**src/common/uart_echo_pkg.sv**
```systemverilog
`default_nettype none

package uart_echo_pkg;

    ///////////////////////////////
    // Frame and timing constants
    ///////////////////////////////

    // Clocks per oversampling tick, so one bit is 64 clocks
    localparam int TICK_DIV = 4;

    // Ticks per bit period
    localparam int OVERSAMPLE = 16;

    // 8N1 frame, LSB first
    localparam int DATA_BITS = 8;

    // Echo queue entries
    localparam int QUEUE_DEPTH = 4;

    ///////////////////////////////
    // Receiver to queue payload
    ///////////////////////////////

    typedef struct packed {
        logic [DATA_BITS-1:0] data;
        logic                 frame_err;   // Stop bit sampled low
    } rx_byte_t;

endpackage

`default_nettype wire

```
**src/design/baud_tick_gen.sv**
```systemverilog
`timescale 1ns/100ps
`default_nettype none

module baud_tick_gen (
    input  wire  clk,
    input  wire  rst,
    output logic tick
);

    logic [$clog2(uart_echo_pkg::TICK_DIV)-1:0] div_cnt;

    // Free-running divider, one tick pulse per wrap
    always_ff @(posedge clk) begin
        if (rst) begin
            div_cnt <= '0;
            tick    <= 1'b0;
        end else begin
            if (div_cnt == uart_echo_pkg::TICK_DIV - 1) begin
                div_cnt <= '0;
                tick    <= 1'b1;
            end else begin
                div_cnt <= div_cnt + 1'b1;
                tick    <= 1'b0;
            end
        end
    end

endmodule

`default_nettype wire

```
**src/uart_rx/uart_rx.sv**
```systemverilog
`timescale 1ns/100ps
`default_nettype none

module uart_rx (
    input  wire                     clk,
    input  wire                     rst,
    input  wire                     tick,
    input  wire                     rx,
    output uart_echo_pkg::rx_byte_t rx_byte,
    output logic                    rx_strobe,
    output logic                    frame_err
);

    typedef enum logic [1:0] {RX_IDLE, RX_START, RX_DATA, RX_STOP} rx_state_t;

    rx_state_t state;

    logic rx_meta;
    logic rx_sync;
    logic rx_prev;
    logic sample_pt;

    logic [$clog2(uart_echo_pkg::OVERSAMPLE)-1:0] tick_cnt;
    logic [$clog2(uart_echo_pkg::DATA_BITS)-1:0]  bit_cnt;
    logic [uart_echo_pkg::DATA_BITS-1:0]          shift_reg;

    ///////////////////////////////
    // Input synchronizer
    ///////////////////////////////

    // Idle line is high, so the flops come out of reset high
    always_ff @(posedge clk) begin
        if (rst) begin
            rx_meta <= 1'b1;
            rx_sync <= 1'b1;
            rx_prev <= 1'b1;
        end else begin
            rx_meta <= rx;
            rx_sync <= rx_meta;
            rx_prev <= rx_sync;
        end
    end

    // Middle of a data or stop bit
    assign sample_pt = tick && (tick_cnt == uart_echo_pkg::OVERSAMPLE - 1);

    ///////////////////////////////
    // Frame FSM
    ///////////////////////////////

    always_ff @(posedge clk) begin
        if (rst) begin
            state     <= RX_IDLE;
            tick_cnt  <= '0;
            bit_cnt   <= '0;
            rx_strobe <= 1'b0;
            frame_err <= 1'b0;
        end else begin
            rx_strobe <= 1'b0;
            frame_err <= 1'b0;
            case (state)
                RX_IDLE: begin
                    // Falling edge opens a start bit
                    if (rx_prev && !rx_sync) begin
                        state    <= RX_START;
                        tick_cnt <= '0;
                    end
                end
                RX_START: begin
                    if (tick) begin
                        if (tick_cnt == uart_echo_pkg::OVERSAMPLE / 2 - 1) begin
                            // Glitch if the line is back high at mid start bit
                            state    <= rx_sync ? RX_IDLE : RX_DATA;
                            tick_cnt <= '0;
                            bit_cnt  <= '0;
                        end else begin
                            tick_cnt <= tick_cnt + 1'b1;
                        end
                    end
                end
                RX_DATA: begin
                    if (sample_pt) begin
                        tick_cnt <= '0;
                        if (bit_cnt == uart_echo_pkg::DATA_BITS - 1) begin
                            state <= RX_STOP;
                        end else begin
                            bit_cnt <= bit_cnt + 1'b1;
                        end
                    end else if (tick) begin
                        tick_cnt <= tick_cnt + 1'b1;
                    end
                end
                RX_STOP: begin
                    if (sample_pt) begin
                        state     <= RX_IDLE;
                        tick_cnt  <= '0;
                        rx_strobe <= 1'b1;
                        frame_err <= !rx_sync;
                    end else if (tick) begin
                        tick_cnt <= tick_cnt + 1'b1;
                    end
                end
                default: state <= RX_IDLE;
            endcase
        end
    end

    // LSB arrives first, shift in from the top
    always_ff @(posedge clk) begin
        if (state == RX_DATA && sample_pt) begin
            shift_reg <= {rx_sync, shift_reg[uart_echo_pkg::DATA_BITS-1:1]};
        end
        if (state == RX_STOP && sample_pt) begin
            rx_byte.data      <= shift_reg;
            rx_byte.frame_err <= !rx_sync;
        end
    end

    // At most one strobe per frame
    a_strobe_single: assert property (@(posedge clk) disable iff (rst)
        rx_strobe |=> !rx_strobe);

endmodule

`default_nettype wire

```
**src/uart_tx/uart_tx.sv**
```systemverilog
`timescale 1ns/100ps
`default_nettype none

module uart_tx (
    input  wire                                clk,
    input  wire                                rst,
    input  wire                                start_trig,
    input  wire [uart_echo_pkg::DATA_BITS-1:0] tx_data,
    input  wire                                tick,
    output logic                               tx,
    output logic                               tx_busy,
    output logic                               tx_done
);

    typedef enum logic [1:0] {TX_IDLE, TX_START, TX_DATA, TX_STOP} tx_state_t;

    tx_state_t state, state_n;

    logic tx_n;
    logic tx_busy_n;
    logic tx_done_n;
    logic bit_end;

    logic [$clog2(uart_echo_pkg::OVERSAMPLE)-1:0] tick_cnt, tick_cnt_n;
    logic [$clog2(uart_echo_pkg::DATA_BITS)-1:0]  bit_cnt, bit_cnt_n;
    logic [uart_echo_pkg::DATA_BITS-1:0]          data_buf, data_buf_n;

    // Last tick of the current bit period
    assign bit_end = tick && (tick_cnt == uart_echo_pkg::OVERSAMPLE - 1);

    ///////////////////////////////
    // State and output registers
    ///////////////////////////////

    always_ff @(posedge clk) begin
        if (rst) begin
            state    <= TX_IDLE;
            tx       <= 1'b1;
            tx_busy  <= 1'b0;
            tx_done  <= 1'b0;
            tick_cnt <= '0;
            bit_cnt  <= '0;
        end else begin
            state    <= state_n;
            tx       <= tx_n;
            tx_busy  <= tx_busy_n;
            tx_done  <= tx_done_n;
            tick_cnt <= tick_cnt_n;
            bit_cnt  <= bit_cnt_n;
        end
    end

    always_ff @(posedge clk) begin
        data_buf <= data_buf_n;
    end

    ///////////////////////////////
    // Next state logic
    ///////////////////////////////

    always_comb begin
        state_n    = state;
        tx_n       = tx;
        tx_busy_n  = tx_busy;
        tx_done_n  = 1'b0;
        tick_cnt_n = tick_cnt;
        bit_cnt_n  = bit_cnt;
        data_buf_n = data_buf;

        if (tick && !bit_end) begin
            tick_cnt_n = tick_cnt + 1'b1;
        end

        case (state)
            TX_IDLE: begin
                tx_n       = 1'b1;
                tx_busy_n  = 1'b0;
                tick_cnt_n = '0;
                if (start_trig) begin
                    state_n    = TX_START;
                    data_buf_n = tx_data;
                    tx_n       = 1'b0;
                    tx_busy_n  = 1'b1;
                end
            end
            TX_START: begin
                if (bit_end) begin
                    state_n    = TX_DATA;
                    tick_cnt_n = '0;
                    bit_cnt_n  = '0;
                    tx_n       = data_buf[0];
                end
            end
            TX_DATA: begin
                if (bit_end) begin
                    tick_cnt_n = '0;
                    if (bit_cnt == uart_echo_pkg::DATA_BITS - 1) begin
                        state_n = TX_STOP;
                        tx_n    = 1'b1;
                    end else begin
                        bit_cnt_n  = bit_cnt + 1'b1;
                        data_buf_n = data_buf >> 1;
                        tx_n       = data_buf[1];
                    end
                end
            end
            TX_STOP: begin
                if (bit_end) begin
                    state_n    = TX_IDLE;
                    tick_cnt_n = '0;
                    tx_busy_n  = 1'b0;
                    tx_done_n  = 1'b1;
                end
            end
            default: state_n = TX_IDLE;
        endcase
    end

    // Line idles high between frames
    a_idle_high: assert property (@(posedge clk) disable iff (rst)
        !tx_busy |-> tx);

endmodule

`default_nettype wire

```
**src/design/echo_queue.sv**
```systemverilog
`timescale 1ns/100ps
`default_nettype none

module echo_queue (
    input  wire                                 clk,
    input  wire                                 rst,
    input  wire uart_echo_pkg::rx_byte_t        rx_byte,
    input  wire                                 rx_strobe,
    input  wire                                 tx_busy,
    output logic                                start_trig,
    output logic [uart_echo_pkg::DATA_BITS-1:0] tx_data
);

    logic [uart_echo_pkg::DATA_BITS-1:0] mem [uart_echo_pkg::QUEUE_DEPTH];

    logic [$clog2(uart_echo_pkg::QUEUE_DEPTH)-1:0]   wr_ptr;
    logic [$clog2(uart_echo_pkg::QUEUE_DEPTH)-1:0]   rd_ptr;
    logic [$clog2(uart_echo_pkg::QUEUE_DEPTH+1)-1:0] count;

    logic push;
    logic start_prev;

    // Bytes with a bad stop bit are dropped here
    assign push = rx_strobe && !rx_byte.frame_err;

    // Issue while the transmitter is idle, never twice in a row
    assign start_trig = (count != '0) && !tx_busy && !start_prev;
    assign tx_data    = mem[rd_ptr];

    ///////////////////////////////
    // Pointers and count
    ///////////////////////////////

    always_ff @(posedge clk) begin
        if (rst) begin
            wr_ptr     <= '0;
            rd_ptr     <= '0;
            count      <= '0;
            start_prev <= 1'b0;
        end else begin
            start_prev <= start_trig;
            if (push) begin
                wr_ptr <= wr_ptr + 1'b1;
            end
            if (start_trig) begin
                rd_ptr <= rd_ptr + 1'b1;
            end
            if (push && !start_trig) begin
                count <= count + 1'b1;
            end else if (!push && start_trig) begin
                count <= count - 1'b1;
            end
        end
    end

    always_ff @(posedge clk) begin
        if (push) begin
            mem[wr_ptr] <= rx_byte.data;
        end
    end

    // Echo drains as fast as bytes arrive
    a_no_overflow: assert property (@(posedge clk) disable iff (rst)
        push |-> (count != uart_echo_pkg::QUEUE_DEPTH) || start_trig);

    a_start_idle: assert property (@(posedge clk) disable iff (rst)
        tx_busy |-> !start_trig);

endmodule

`default_nettype wire

```
**src/design/uart_echo_top.sv**
```systemverilog
`timescale 1ns/100ps
`default_nettype none

module uart_echo_top (
    input  wire  clk,
    input  wire  rst,
    input  wire  rx,
    output logic tx,
    output logic tx_busy,
    output logic frame_err
);

    logic                                tick;
    uart_echo_pkg::rx_byte_t             rx_byte;
    logic                                rx_strobe;
    logic                                start_trig;
    logic [uart_echo_pkg::DATA_BITS-1:0] tx_data;

    // Shared 16x tick for both directions
    baud_tick_gen u_baud_tick_gen (
        .clk  (clk),
        .rst  (rst),
        .tick (tick)
    );

    uart_rx u_uart_rx (
        .clk       (clk),
        .rst       (rst),
        .tick      (tick),
        .rx        (rx),
        .rx_byte   (rx_byte),
        .rx_strobe (rx_strobe),
        .frame_err (frame_err)
    );

    echo_queue u_echo_queue (
        .clk        (clk),
        .rst        (rst),
        .rx_byte    (rx_byte),
        .rx_strobe  (rx_strobe),
        .tx_busy    (tx_busy),
        .start_trig (start_trig),
        .tx_data    (tx_data)
    );

    // Done pulse has no consumer here, busy paces the queue
    uart_tx u_uart_tx (
        .clk        (clk),
        .rst        (rst),
        .start_trig (start_trig),
        .tx_data    (tx_data),
        .tick       (tick),
        .tx         (tx),
        .tx_busy    (tx_busy),
        .tx_done    ()
    );

endmodule

`default_nettype wire

```
**config.mk**
```make
export PLATFORM = sky130hd
export DESIGN_NAME = uart_echo_top
export DESIGN_NICKNAME = d
export VERILOG_FILES = /design/src/common/uart_echo_pkg.sv /design/src/design/baud_tick_gen.sv /design/src/uart_rx/uart_rx.sv /design/src/uart_tx/uart_tx.sv /design/src/design/echo_queue.sv /design/src/design/uart_echo_top.sv
export SDC_FILE = /design/constraint.sdc
export NUM_CORES = 1
export LEC_CHECK = 0
export BUFFER_PORTS_ARGS = -buffer_cell sky130_fd_sc_hd__buf_2
export CAP_MARGIN = 10
export CORE_UTILIZATION = 62
export DETAILED_ROUTE_END_ITERATION = 8
export GPL_ROUTABILITY_DRIVEN = 0
export PLACE_DENSITY = 0.79
export SETUP_SLACK_MARGIN = 0.3
export SLEW_MARGIN = 20
export SYNTH_ARGS = -nofsm -noshare
export SYNTH_HDL_FRONTEND = slang
export SYNTH_SLANG_ARGS = --single-unit
```
**constraint.sdc**
```tcl
create_clock -name clk -period 2.4 [get_ports clk]
set_input_delay 0.24 -clock clk [delete_from_list [all_inputs] [get_ports clk]]
set_output_delay 0.24 -clock clk [all_outputs]
set_load 0.02 [all_outputs]
```
Word level (Yosys, flattened, before mapping)
Memories as Yosys holds them, arrays and structs flattened. A register that Yosys moved wholly into a read port is not among the register bits.
Cells that the tools add are included.
{ "classes": {"n_mux": 52, "bitwise_logic": 2, "reduce_logical": 40, "addsub": 9, "eq_ne": 27} }
{ "ops": {"columns": ["cell", "n"], "rows": [
  ["$mux 2", 14],
  ["$mux 4", 7],
  ["$mux 3", 9],
  ["$mux 8", 3],
  ["$ne 2x1->1 const B", 9],
  ["$pmux 2 s4", 2],
  ["$pmux 8 s2", 1],
  ["$pmux 3 s2", 2],
  ["$pmux 4 s3", 1],
  ["$logic_and 1x1->1", 11],
  ["$eq 2x2->1 const B", 5],
  ["$mux 1", 10],
  ["$reduce_and 5->1", 2],
  ["$reduce_bool 2->1", 5],
  ["$add 3x1->3 const B", 3],
  ["$add 4x1->4 const B", 2],
  ["$eq 4x4->1 const B", 2],
  ["$ne 2x2->1 const B", 4],
  ["$pmux 4 s2", 1],
  ["$reduce_and 4->1", 2],
  ["$logic_not 1->1", 7],
  ["$add 2x1->2 const B", 3],
  ["$eq 3x3->1 const B", 2],
  ["$ne 3x1->1 const B", 2],
  ["13 further kinds", 21]
]} }
{ "totals": {"memories": 1, "mem_bits_rw": 32, "inputBits": 3, "output_inout_bits": 3, "elab_cells": 154, "ff_bits": 61} }
{ "mem_list": {"columns": ["memory", "words", "word_bits", "rd", "rd_ports_with_merged_regs", "wr", "line", "source"], "rows": [
  ["u_echo_queue.mem", 4, 8, 1, 1, 1, "echo_queue.sv:14", "logic [uart_echo_pkg::DATA_BITS-1:0] mem [uart_echo_pkg::QUEUE_DEPTH];"]
]} }

Depth between registers and ports, before layout
Gate-level depths: netlist of the first run.
{ "depth": {"ltp_word": 7, "ltp_mapped": 9, "ltp_nobuf": 8} }

Hierarchy
Synthesis of the first run repeated with hierarchy kept, for this count alone.
{ "unflattened": {"cells_unflattened": 286, "area_unflattened_um2": 4030.1} }
{ "by_module_without_submodules": {"columns": ["mod", "cells_each", "instances", "seq_area_each_um2", "area_each_um2"], "rows": [
  ["echo_queue", 92, 1, 1161.1, 1662.8],
  ["uart_rx", 91, 1, 790.8, 1224.9],
  ["uart_tx", 96, 1, 480.5, 1038.5],
  ["baud_tick_gen", 7, 1, 60.1, 103.8]
]} }

Worst setup path before layout of the first run
No wires, ideal clock.
{ "synth_timing": {"path_kind": "flip-flop to flip-flop", "start": "register u_uart_tx.tx_busy", "end": "register u_echo_queue.count[2] (netlist bit)", "setup_ns": 0.071, "stages_incl_launch_ff": 10, "synth_period_minus_slack_ns": 2.141, "slack_ns": 0.259, "t_required_ns": 2.329, "t_arrival_ns": 2.071, "n_path_buf": 1, "path_cell_list": "dfxtp_1 > or2_1 > or2_0 > buf_2 > ha_1 > inv_1 > fa_1 > xor2_1 > or3_1 > a21oi_1"} }
{ "synth_via": {"elab_chain_len": 6, "elab_cells_between_ends": 8, "cone_classes": "mux (1); reduce/logical (7)"} }
{ "synth_lines": {"columns": ["element", "line", "source"], "rows": [
  ["start: declaration", "uart_tx.sv:11", "output logic tx_busy,"],
  ["start signal: assignment", "uart_tx.sv:46", "tx_busy <= tx_busy_n;"],
  ["$logic_not 1->1 *", "echo_queue.sv:27", "assign start_trig = (count != '0) && !tx_busy && !start_prev;"],
  ["$logic_and 1x1->1 * (2 in series)", "echo_queue.sv:27", null],
  ["$logic_not 1->1", "echo_queue.sv:48", "if (push && !start_trig) begin"],
  ["$logic_and 1x1->1", "echo_queue.sv:48", null],
  ["$mux 3 / $reduce_bool 2->1 (equally long branches)", null, null],
  ["end signal: assignment", "echo_queue.sv:49", "count <= count + 1'b1;"],
  ["end signal: assignment", "echo_queue.sv:51", "count <= count - 1'b1;"],
  ["end: declaration", "echo_queue.sv:18", "logic [$clog2(uart_echo_pkg::QUEUE_DEPTH+1)-1:0] count;"]
]} }
Every way passes the cells marked *; elsewhere a longest branch is shown, timed or not.
A chain may end at the register's enable or synchronous reset.

Worst setup path in the final report of the first run
{ "layout_timing": {"start": "register u_echo_queue.count[2] (netlist bit)", "end": "register u_echo_queue.count[2] (netlist bit)"} }
{ "layout_via": {"elab_chain_len": 6, "elab_cells_between_ends": 11, "cone_classes": "add/sub (2); mux (2); reduce/logical (7)"} }
{ "layout_lines": {"columns": ["element"], "rows": [
  ["branches (longest 6 deep; another with $sub 3x1->3)"]
]} }
Several ways; the timed one is not identified. The select of a mux whose other input is x is not followed.

==> impl_metrics.toml, run 1 <==
[final_layout]
regMostFlops = "u_echo_queue.mem"
reg_top3 = "u_echo_queue.mem: 32 flops, u_uart_rx.rx_byte: 9 flops"
area_growth_pct = 7.44
drive_above_1_share = 0.199
nFillCells = 436
nNetsFinal = 323
regArea_um2 = 2480
multiInputGateArea_um2 = 1380
num_antenna_cells = 0
largest_reg_flops = 32
fin_cells = 382

[timing]
slew_headroom = 0.547
rsz0062_at_grt = "false"
fmax_mhz = 493
period_minus_slack_ps = 2030
tns_ps = 0
setup_ws_ps = 370
hold_viol = 0
tightest_slew_ps = 679
finalSetupViolations = 0
finalCritPeriodShare = 0.846
fin_skew_ps = 7.10
slew_violations = 0

[power]
intPower_mw = 2.84
clkPwrFrac = 0.241
power_leakage_nw = 1.52
switching_share = 0.289
seqPwrFrac = 0.514
combPwrFrac = 0.245
ir_worst_vdd_uv = 492
power.total_mw = 3.99
switchingPower_mw = 1.15
p_per_area_nw_per_um2 = 940

[critical_path]
end_kind = "register"
r2r_slack_ps = 370
r2r_end = "u_echo_queue.count[2]"
rr_startpoint = "u_echo_queue.count[2]"
max_stage_delay_ps = 410
cp.required_ps = 2680
cp_max_fo = 3
critPathKind = "register to register"
r2r_cells = 8
cp_cell_sequence = "nor3_4 > or2_1 > ha_2 > inv_1 > fa_2 > xor2_1 > or3_4 > a21oi_2"
worstPathArrival_ps = 2310
critPathLaunchType = "register"
cp_slowest_cell = "fa_2"
cp-startpoint = "u_echo_queue.count[2]"

[synthesis]
yosys.area.top_type = "edfxtp_1"
synth_compound_area_frac = 0.0722
synth_top_flop_cell = "edfxtp_1"
synth-seq-area-share = 0.626
synth_edf_count = 57
synthXorXnorAreaFrac = 0.0155
synthSimpleGateAreaFrac = 0.114
synth_cell_types = 52
synth_top_area_frac = 0.433
synth_top_family_by_area = "simple AND/OR/NAND/NOR gates"
synthAdderAreaFrac = 0.0589
synth_cells = 295
syn_area_um2 = 3950
syn_avg_cell_area_um2 = 13.4
synth.area.top_cells = "edfxtp_1, dfxtp_1, ha_1"
synthArstFlopShare = 0
syn_nets = 316
muxShareOfSynthArea = 0.0836
synth-seq-cells = 95
yosys_warnings = 0

[cts]
cts_max_path_buffers = 2
clkTransAtPathRegs_ps = 90
clock_latency_ps = 350
cts_buffers = 9
clock_sinks = 95
postCtsHoldBufs = 0
clock-root-buffer = "clkbuf_8"
cts_max_level = 3
cts_tree = "built"

[global_routing]
grt_busiest_layer = "met2"
grt_util_met3 = 0.0367
grt_pass1_wl_mm = 9.69
grt_overflow_total = 0
grtUsageMet1 = 0.263
grt_usage = 0.200
grt_pass1_vias = 2051
grt_max_degree = 38
grt_antenna_before_repair = 0
grtUsageMet2 = 0.317

[route]
vias = 2196
route.detailed.drc = 0
drtIter0Drc = 119
viasPerCell = 5.75
wl_per_cell_um = 15.8
firstDrtPassIters = 5
routed_wl_mm = 6.05
drtAntennaViolNets = 0

[placed_design]
post-place-ws_ps = 179
dpl.cell_count = 363
port_buffers = 5
dp_hpwl_mm = 3.96

[worst_hold_path]
holdPathStages = 2
hp-start = "rx"
hold_class = "primary input to register"
min_to = "u_uart_rx.rx_meta"

[die]
core_region_area_um2 = 6030
die_w_um = 81.8
row_count = 28
floorplan.initialDensity = 0.656
die_h_um = 81.8
die-area_um2 = 6700
pin_count = 6

[outcome]
outcome = "finished, final reports clean"

[run]
cap_violations = 0
[cell usage in the layout (no fill, tap or decap), types with 3 or more instances in the layout]
cell       n
dfxtp_1   34
o21ai_0   11
buf_2      5
mux2i_1    6
mux2_2     8
o21a_1     3
nor3_1    11
nand2b_1   3
and2_1     6
or2_2      3
nand2_1   11
nand3_1    3
edfxtp_1  57
dfxtp_2    3
mux4_2     8
nor2_1    21
buf_4      6
ha_1      16
nor2b_1    6
clkbuf_8  11
xor2_1     5
nor3b_1    3
and3_1     3
inv_1     10
a21oi_1   13
[critical path, delay by kind of cell (launching register included)]
kind | cells | cell delay (ps)
flip-flops | 1 | 350
adder cells (fa/ha/maj) | 2 | 600
buffers and inverters | 1 | 60
AND/OR/NAND/NOR | 3 | 670
XOR/XNOR | 1 | 170
AO/OA/AOI/OAI | 1 | 120
[through the flow]
stage | instance area, µm² | utilization | hold slack [ps]
floorplan | 3950 | - | 344
global placement | 4010 | 0.666 | 393
detailed placement | 4010 | 0.666 | 402
CTS | 4210 | 0.699 | 58.4
global route | 4250 | 0.705 | 57.9
finish | 4250 | 0.705 | 71.3
[how the worst max path moves through the flow]
stage / end / slack [ps] / depth (start not counted)
after floorplan: u_echo_queue.count[2] / 310 / 9
after global placement: u_echo_queue.count[2] / 290 / 8
after detailed placement: u_echo_queue.count[2] / 180 / 8
after CTS: u_echo_queue.count[2] / 300 / 8
after global routing: u_echo_queue.count[2] / 270 / 8
final: u_echo_queue.count[2] / 370 / 8
[final cells by class]
type | instances | share of cell area
Multi-Input combinational cell | 175 | 0.325
Sequential cell | 95 | 0.584
Clock buffer | 12 | 0.0365
Clock inverter | 4 | 0.00678
Timing Repair Buffer | 11 | 0.0165
Inverter | 10 | 0.00884
Tap cell | 75 | 0.0221
[timing repair]
action | CTS | global route
gates resized for setup | 3 | 7
endpoints found under the setup margin | 1 | 1
hold endpoints to repair | 0 | 0
pin swaps | 1 | 2
buffers inserted | 1 | 2
[cell usage after synthesis, types with 7 or more instances]
| cell type | instances |
|---|---|
| dfxtp_1 | 38 |
| mux2_2 | 8 |
| ha_1 | 17 |
| edfxtp_1 | 57 |
| clkbuf_1 | 7 |
| o21ai_0 | 11 |
| nor2_1 | 21 |
| nand2_1 | 11 |
| nor3_1 | 11 |
| a21oi_1 | 14 |
| inv_1 | 10 |
| mux4_2 | 8 |
[cells by family (layout without fill, tap and decap cells)]
logic type / Yosys count / in the layout
flip-flops: 95 / 95
AND/OR/NAND/NOR: 84 / 84
adder cells (fa/ha/maj): 18 / 18
multiplexers: 22 / 22
buffers and inverters: 25 / 37
AO/OA/AOI/OAI: 44 / 44
XOR/XNOR: 7 / 7
[power by group through the flow]
stage	clock (mW)	combinational [mW]	sequential (mW)
CTS	0.984	0.933	2.05
detailed placement	0	0.900	2.08
global route	1.04	1.08	2.07
global placement	0	0.872	2.07
floorplan	0	0.731	2.03
finish	0.961	0.977	2.05
[layer usage]
layer	routed length (µm)	part of all wire
met5	0	0
met4	121	0.020
met3	169	0.028
met2	2940	0.49
met1	2820	0.47
Note: power is estimated with default switching activity, not from simulation.
==> run 2: changes to the inputs <==
==> constraint.sdc (replaced) <==
create_clock -name clk -period 2.1 [get_ports clk]
set_input_delay 0.21 -clock clk [delete_from_list [all_inputs] [get_ports clk]]
set_output_delay 0.21 -clock clk [all_outputs]
set_load 0.02 [all_outputs]
==> run 2 against run 1 <==
Non-clock buffer count is 7 higher. Worst setup slack worse by 85 ps. Clock power is 21% higher. Hold slack worse by 27 ps. Cell count is 1.8% higher. Critical path depth stayed put. Sequential share of layout area is 1.1 points lower. Count of clock-buffer cells in the layout is 2 higher.
==> impl_metrics.toml, run 2 (same netlist as run 1, synthesis figures left out) <==
[die]
die_w_um = 81.8
row_count = 28
core_region_area_um2 = 6030
pin_count = 6
die-area_um2 = 6700
floorplan.initialDensity = 0.656
die_h_um = 81.8

[timing]
holdWs_ps = 44.4
tns_ps = 0
tightest_slew_ps = 428
finalSetupViolations = 0
fmax_mhz = 551
rsz0062_at_grt = "true"
period_minus_slack_ps = 1810
hold_viol = 0
finalCritPeriodShare = 0.864
setup_ws_ps = 285
fin_skew_ps = 7.57
slew_violations = 0
slew_headroom = 0.715

[power]
power_leakage_nw = 1.57
p_per_area_nw_per_um2 = 1080
ir_worst_vdd_uv = 586
power.total_mw = 4.68

[route]
vias = 2215
wl_per_cell_um = 15.4
drtAntennaViolNets = 0
viasPerCell = 5.69
drtIter0Drc = 131
route.detailed.drc = 0
routed_wl_mm = 6.00
firstDrtPassIters = 4

[global_routing]
grt_overflow_total = 0
grtUsageMet1 = 0.248
grt_antenna_before_repair = 0
grt_max_degree = 21
grtUsageMet2 = 0.351
grt_pass1_wl_mm = 10.0
grt_busiest_layer = "met2"
grt_usage = 0.208
grt_util_met3 = 0.0567
grt_pass1_vias = 2181

[final_layout]
drive_above_1_share = 0.229
nFillCells = 397
area_growth_pct = 9.53
reg_top3 = "u_echo_queue.mem: 32 flops, u_uart_rx.rx_byte: 9 flops"
final_util = 0.718
nNetsFinal = 330
regMostFlops = "u_echo_queue.mem"
final_common_cell = "edfxtp_1"
fin_cells = 389
design_area_um2 = 4330
layout_common_cells = "edfxtp_1, dfxtp_1, nor2_1"
largest_reg_flops = 32
num_antenna_cells = 0

[worst_hold_path]
hold_class = "primary input to register"
holdPathStages = 2
hp-start = "rx"
min_to = "u_uart_rx.rx_meta"

[critical_path]
r2r_slack_ps = 290
cp_max_fo = 2
r2r_cells = 8
critPathKind = "register to register"
worstPathArrival_ps = 2090
rr_startpoint = "u_echo_queue.count[1]"
cp.required_ps = 2380
cp-startpoint = "u_echo_queue.count[1]"
end_kind = "register"
critPathLaunchType = "register"
r2r_end = "u_echo_queue.count[2]"

[placed_design]
post-place-ws_ps = 162
dp_hpwl_mm = 4.10
dpl.cell_count = 367
placed_area_um2 = 4070
port_buffers = 5

[cts]
clock_sinks = 95
clock_latency_ps = 340
cts_tree = "built"
cts_max_path_buffers = 2
clkTransAtPathRegs_ps = 80
cts_max_level = 3
clock-root-buffer = "clkbuf_8"
cts_buffers = 9
postCtsHoldBufs = 0

[run]
cap_violations = 0

[outcome]
outcome = "finished, final reports clean"
-- run 2: cell types whose count changed in the layout (fill, tap and decap cells not counted), sizes merged --
cell / before / now
clkbuf: 12 / 14
clkinvlp: 2 / 0
buf: 11 / 18
-- run 2: layout make-up --
cell class,instances,area [µm²],area share
clock buffers,14,186,0.0431
clock inverters,2,11.3,0.00260
inverters,10,37.5,0.00867
multi-input cells,175,1400,0.323
flip-flops and latches,95,2480,0.573
well taps,75,93.8,0.0217
repair buffers,18,123,0.0283
-- run 2: worst max-delay path, stage by stage (launching register included) --
cell	delay, ps
dfxtp_2	330
nor3_2	180
or2_4	160
ha_4	130
inv_2	30
fa_2	330
xor2_1	150
or3_1	310
a21oi_1	120
-- run 2: worst max path at each step --
stage / to / slack, ps / cells past startpoint
after floorplan: u_echo_queue.count[2] / 160 / 9
after global placement: u_echo_queue.count[2] / 230 / 8
after detailed placement: u_echo_queue.count[2] / 160 / 8
after CTS: u_echo_queue.count[2] / 270 / 7
after global routing: u_echo_queue.count[2] / 210 / 8
final: u_echo_queue.count[2] / 290 / 8
-- run 2: metal layers --
metal	vias to the layer above	share of wire
met5	-	0
li1	1097	-
met4	0	0.016
met1	1082	0.45
met3	9	0.024
met2	27	0.51
-- run 2: timing repair --
action	in CTS	in global routing
pin swaps	3	2
resized for setup	4	4
endpoints found under the setup margin	13	10
setup buffers	4	2
-- run 2: report_power, final --
| group | switching (mW) | internal (mW) | total [mW] |
|---|---|---|---|
| Sequential | 0.103 | 2.20 | 2.30 |
| Combinational | 0.637 | 0.581 | 1.22 |
| Clock | 0.576 | 0.581 | 1.16 |
| Total | 1.32 | 3.36 | 4.68 |
==> run 3: changes to the inputs <==
--- a/config.mk
+++ b/config.mk
@@ -8,9 +8,11 @@
 export BUFFER_PORTS_ARGS = -buffer_cell sky130_fd_sc_hd__buf_2
 export CAP_MARGIN = 10
 export CORE_UTILIZATION = 62
+export CTS_BUF_LIST = sky130_fd_sc_hd__clkbuf_8 sky130_fd_sc_hd__clkbuf_16
 export DETAILED_ROUTE_END_ITERATION = 8
 export GPL_ROUTABILITY_DRIVEN = 0
 export PLACE_DENSITY = 0.79
+export RECOVER_POWER = 100
 export SETUP_SLACK_MARGIN = 0.3
 export SLEW_MARGIN = 20
 export SYNTH_ARGS = -nofsm -noshare
==> run 3 against run 2 <==
Critical path type unchanged. Non-clock buffer count is the same. Critical endpoint unchanged. Global-route usage is essentially flat. Cell count is the same. Fmax shrank 4.0%. Power shrank 2.9%. Design area shrank 1.8%. Critical path depth is the same. Utilization shrank 1.3 points. Sequential share of layout area grew 0.97 points.
==> impl_metrics.toml, run 3 (same netlist as run 1, synthesis figures left out) <==
[global_routing]
grt_usage = 0.208
grt_antenna_before_repair = 0
grt_max_degree = 21
grt_pass1_vias = 2182
grt_pass1_wl_mm = 9.99
grt_overflow_total = 0

[outcome]
outcome = "finished, final reports clean"

[critical_path]
r2r_cells = 8
cp.required_ps = 2370
critPathKind = "register to register"
end_kind = "register"
rr_startpoint = "u_echo_queue.start_prev"
r2r_slack_ps = 210
r2r_end = "u_echo_queue.count[2]"
critPathLaunchType = "register"
worstPathArrival_ps = 2160
cp_max_fo = 2

[die]
die_w_um = 81.8
row_count = 28
die-area_um2 = 6700
floorplan.initialDensity = 0.656
core_region_area_um2 = 6030
pin_count = 6
die_h_um = 81.8

[worst_hold_path]
hp-start = "rx"
min_to = "u_uart_rx.rx_meta"
hold_class = "primary input to register"
holdPathStages = 2

[route]
vias = 2235
wl_per_cell_um = 15.5
firstDrtPassIters = 4
drtIter0Drc = 111
route.detailed.drc = 0
viasPerCell = 5.75
drtAntennaViolNets = 0
routed_wl_mm = 6.01

[cts]
cts_tree = "built"
cts_max_path_buffers = 2
clock_sinks = 95
clock_latency_ps = 350
cts_max_level = 3
clock-root-buffer = "clkbuf_8"
cts_buffers = 9
clkTransAtPathRegs_ps = 80

[placed_design]
dp_hpwl_mm = 4.10
placed_area_um2 = 4070
port_buffers = 5

[timing]
tightest_slew_ps = 921
fin_skew_ps = 8.71
tns_ps = 0
fmax_mhz = 529
rsz0062_at_grt = "true"
finalCritPeriodShare = 0.900
slew_violations = 0
slew_headroom = 0.386
hold_viol = 0
finalSetupViolations = 0
period_minus_slack_ps = 1890

[power]
p_per_area_nw_per_um2 = 1070
power_leakage_nw = 1.53
ir_worst_vdd_uv = 582

[final_layout]
largest_reg_flops = 32
design_area_um2 = 4250
drive_above_1_share = 0.162
reg_top3 = "u_echo_queue.mem: 32 flops, u_uart_rx.rx_byte: 9 flops"
final_common_cell = "edfxtp_1"
regMostFlops = "u_echo_queue.mem"
area_growth_pct = 7.53
num_antenna_cells = 0
layout_common_cells = "edfxtp_1, dfxtp_1, nor2_1"
nNetsFinal = 330
final_util = 0.705

[run]
cap_violations = 0
run 3: worst max path at each step:
stage,startpoint,end,cells past startpoint
2_1_floorplan,u_echo_queue.count[1],u_echo_queue.count[2],9
3_3_place_gp,u_echo_queue.count[2],u_echo_queue.count[2],8
3_5_place_dp,u_echo_queue.count[2],u_echo_queue.count[2],8
4_1_cts,u_uart_rx.rx_byte[0],u_echo_queue.count[2],7
5_1_grt,u_uart_tx.tx_busy,u_echo_queue.count[2],8
6_report,u_echo_queue.start_prev,u_echo_queue.count[2],8
run 3: layer usage:
layer	GRT usage	routed length, µm	up-vias
met2	0.351	3070	35
li1	-	-	1094
met4	0.0912	102	0
met5	0	0	-
met1	0.247	2650	1097
met3	0.0567	183	9
run 3: what timing repair did:
| item | in CTS | in global routing |
|---|---|---|
| hold buffers | 0 | 0 |
| setup buffers | 4 | 2 |
| resized for setup | 4 | 4 |
| endpoints found under the setup margin | 11 | 10 |
| pin swaps | 3 | 2 |
| hold endpoints to repair | 0 | 0 |
run 3: metrics by stage:
stage / setup WS, ps / cells / hold slack, ps / power, mW
finish: 211 / 389 / 42.6 / 4.54
global route: 111 / 389 / 21.8 / 4.81
CTS: 269 / 387 / 23.0 / 4.69
detailed placement: 162 / 367 / 394 / 3.48
global placement: 226 / 367 / 393 / 3.43
floorplan: 157 / 295 / 314 / 3.20
run 3: critical path, stage by stage (launching register included):
cell	delay (ps)
dfxtp_1	310
or2_0	260
or2_4	270
ha_1	220
inv_2	60
fa_2	190
xor2_1	70
or3_1	310
a21oi_1	120
run 3: power breakdown:
group | leakage [nW] | internal [mW] | switching [mW] | total, mW
Combinational | 0.593 | 0.498 | 0.607 | 1.11
Clock | 0.114 | 0.561 | 0.577 | 1.14
Sequential | 0.827 | 2.20 | 0.102 | 2.30
Total | 1.53 | 3.26 | 1.29 | 4.54
run 3: layout make-up:
| class | count | area, µm² |
|---|---|---|
| multi-input cells | 175 | 1350 |
| clock inverters | 5 | 22.5 |
| inverters | 10 | 37.5 |
| repair buffers | 18 | 95.1 |
| flip-flops and latches | 95 | 2480 |
| fillers | 417 | 1780 |
| clock buffers | 11 | 174 |
| well taps | 75 | 93.8 |
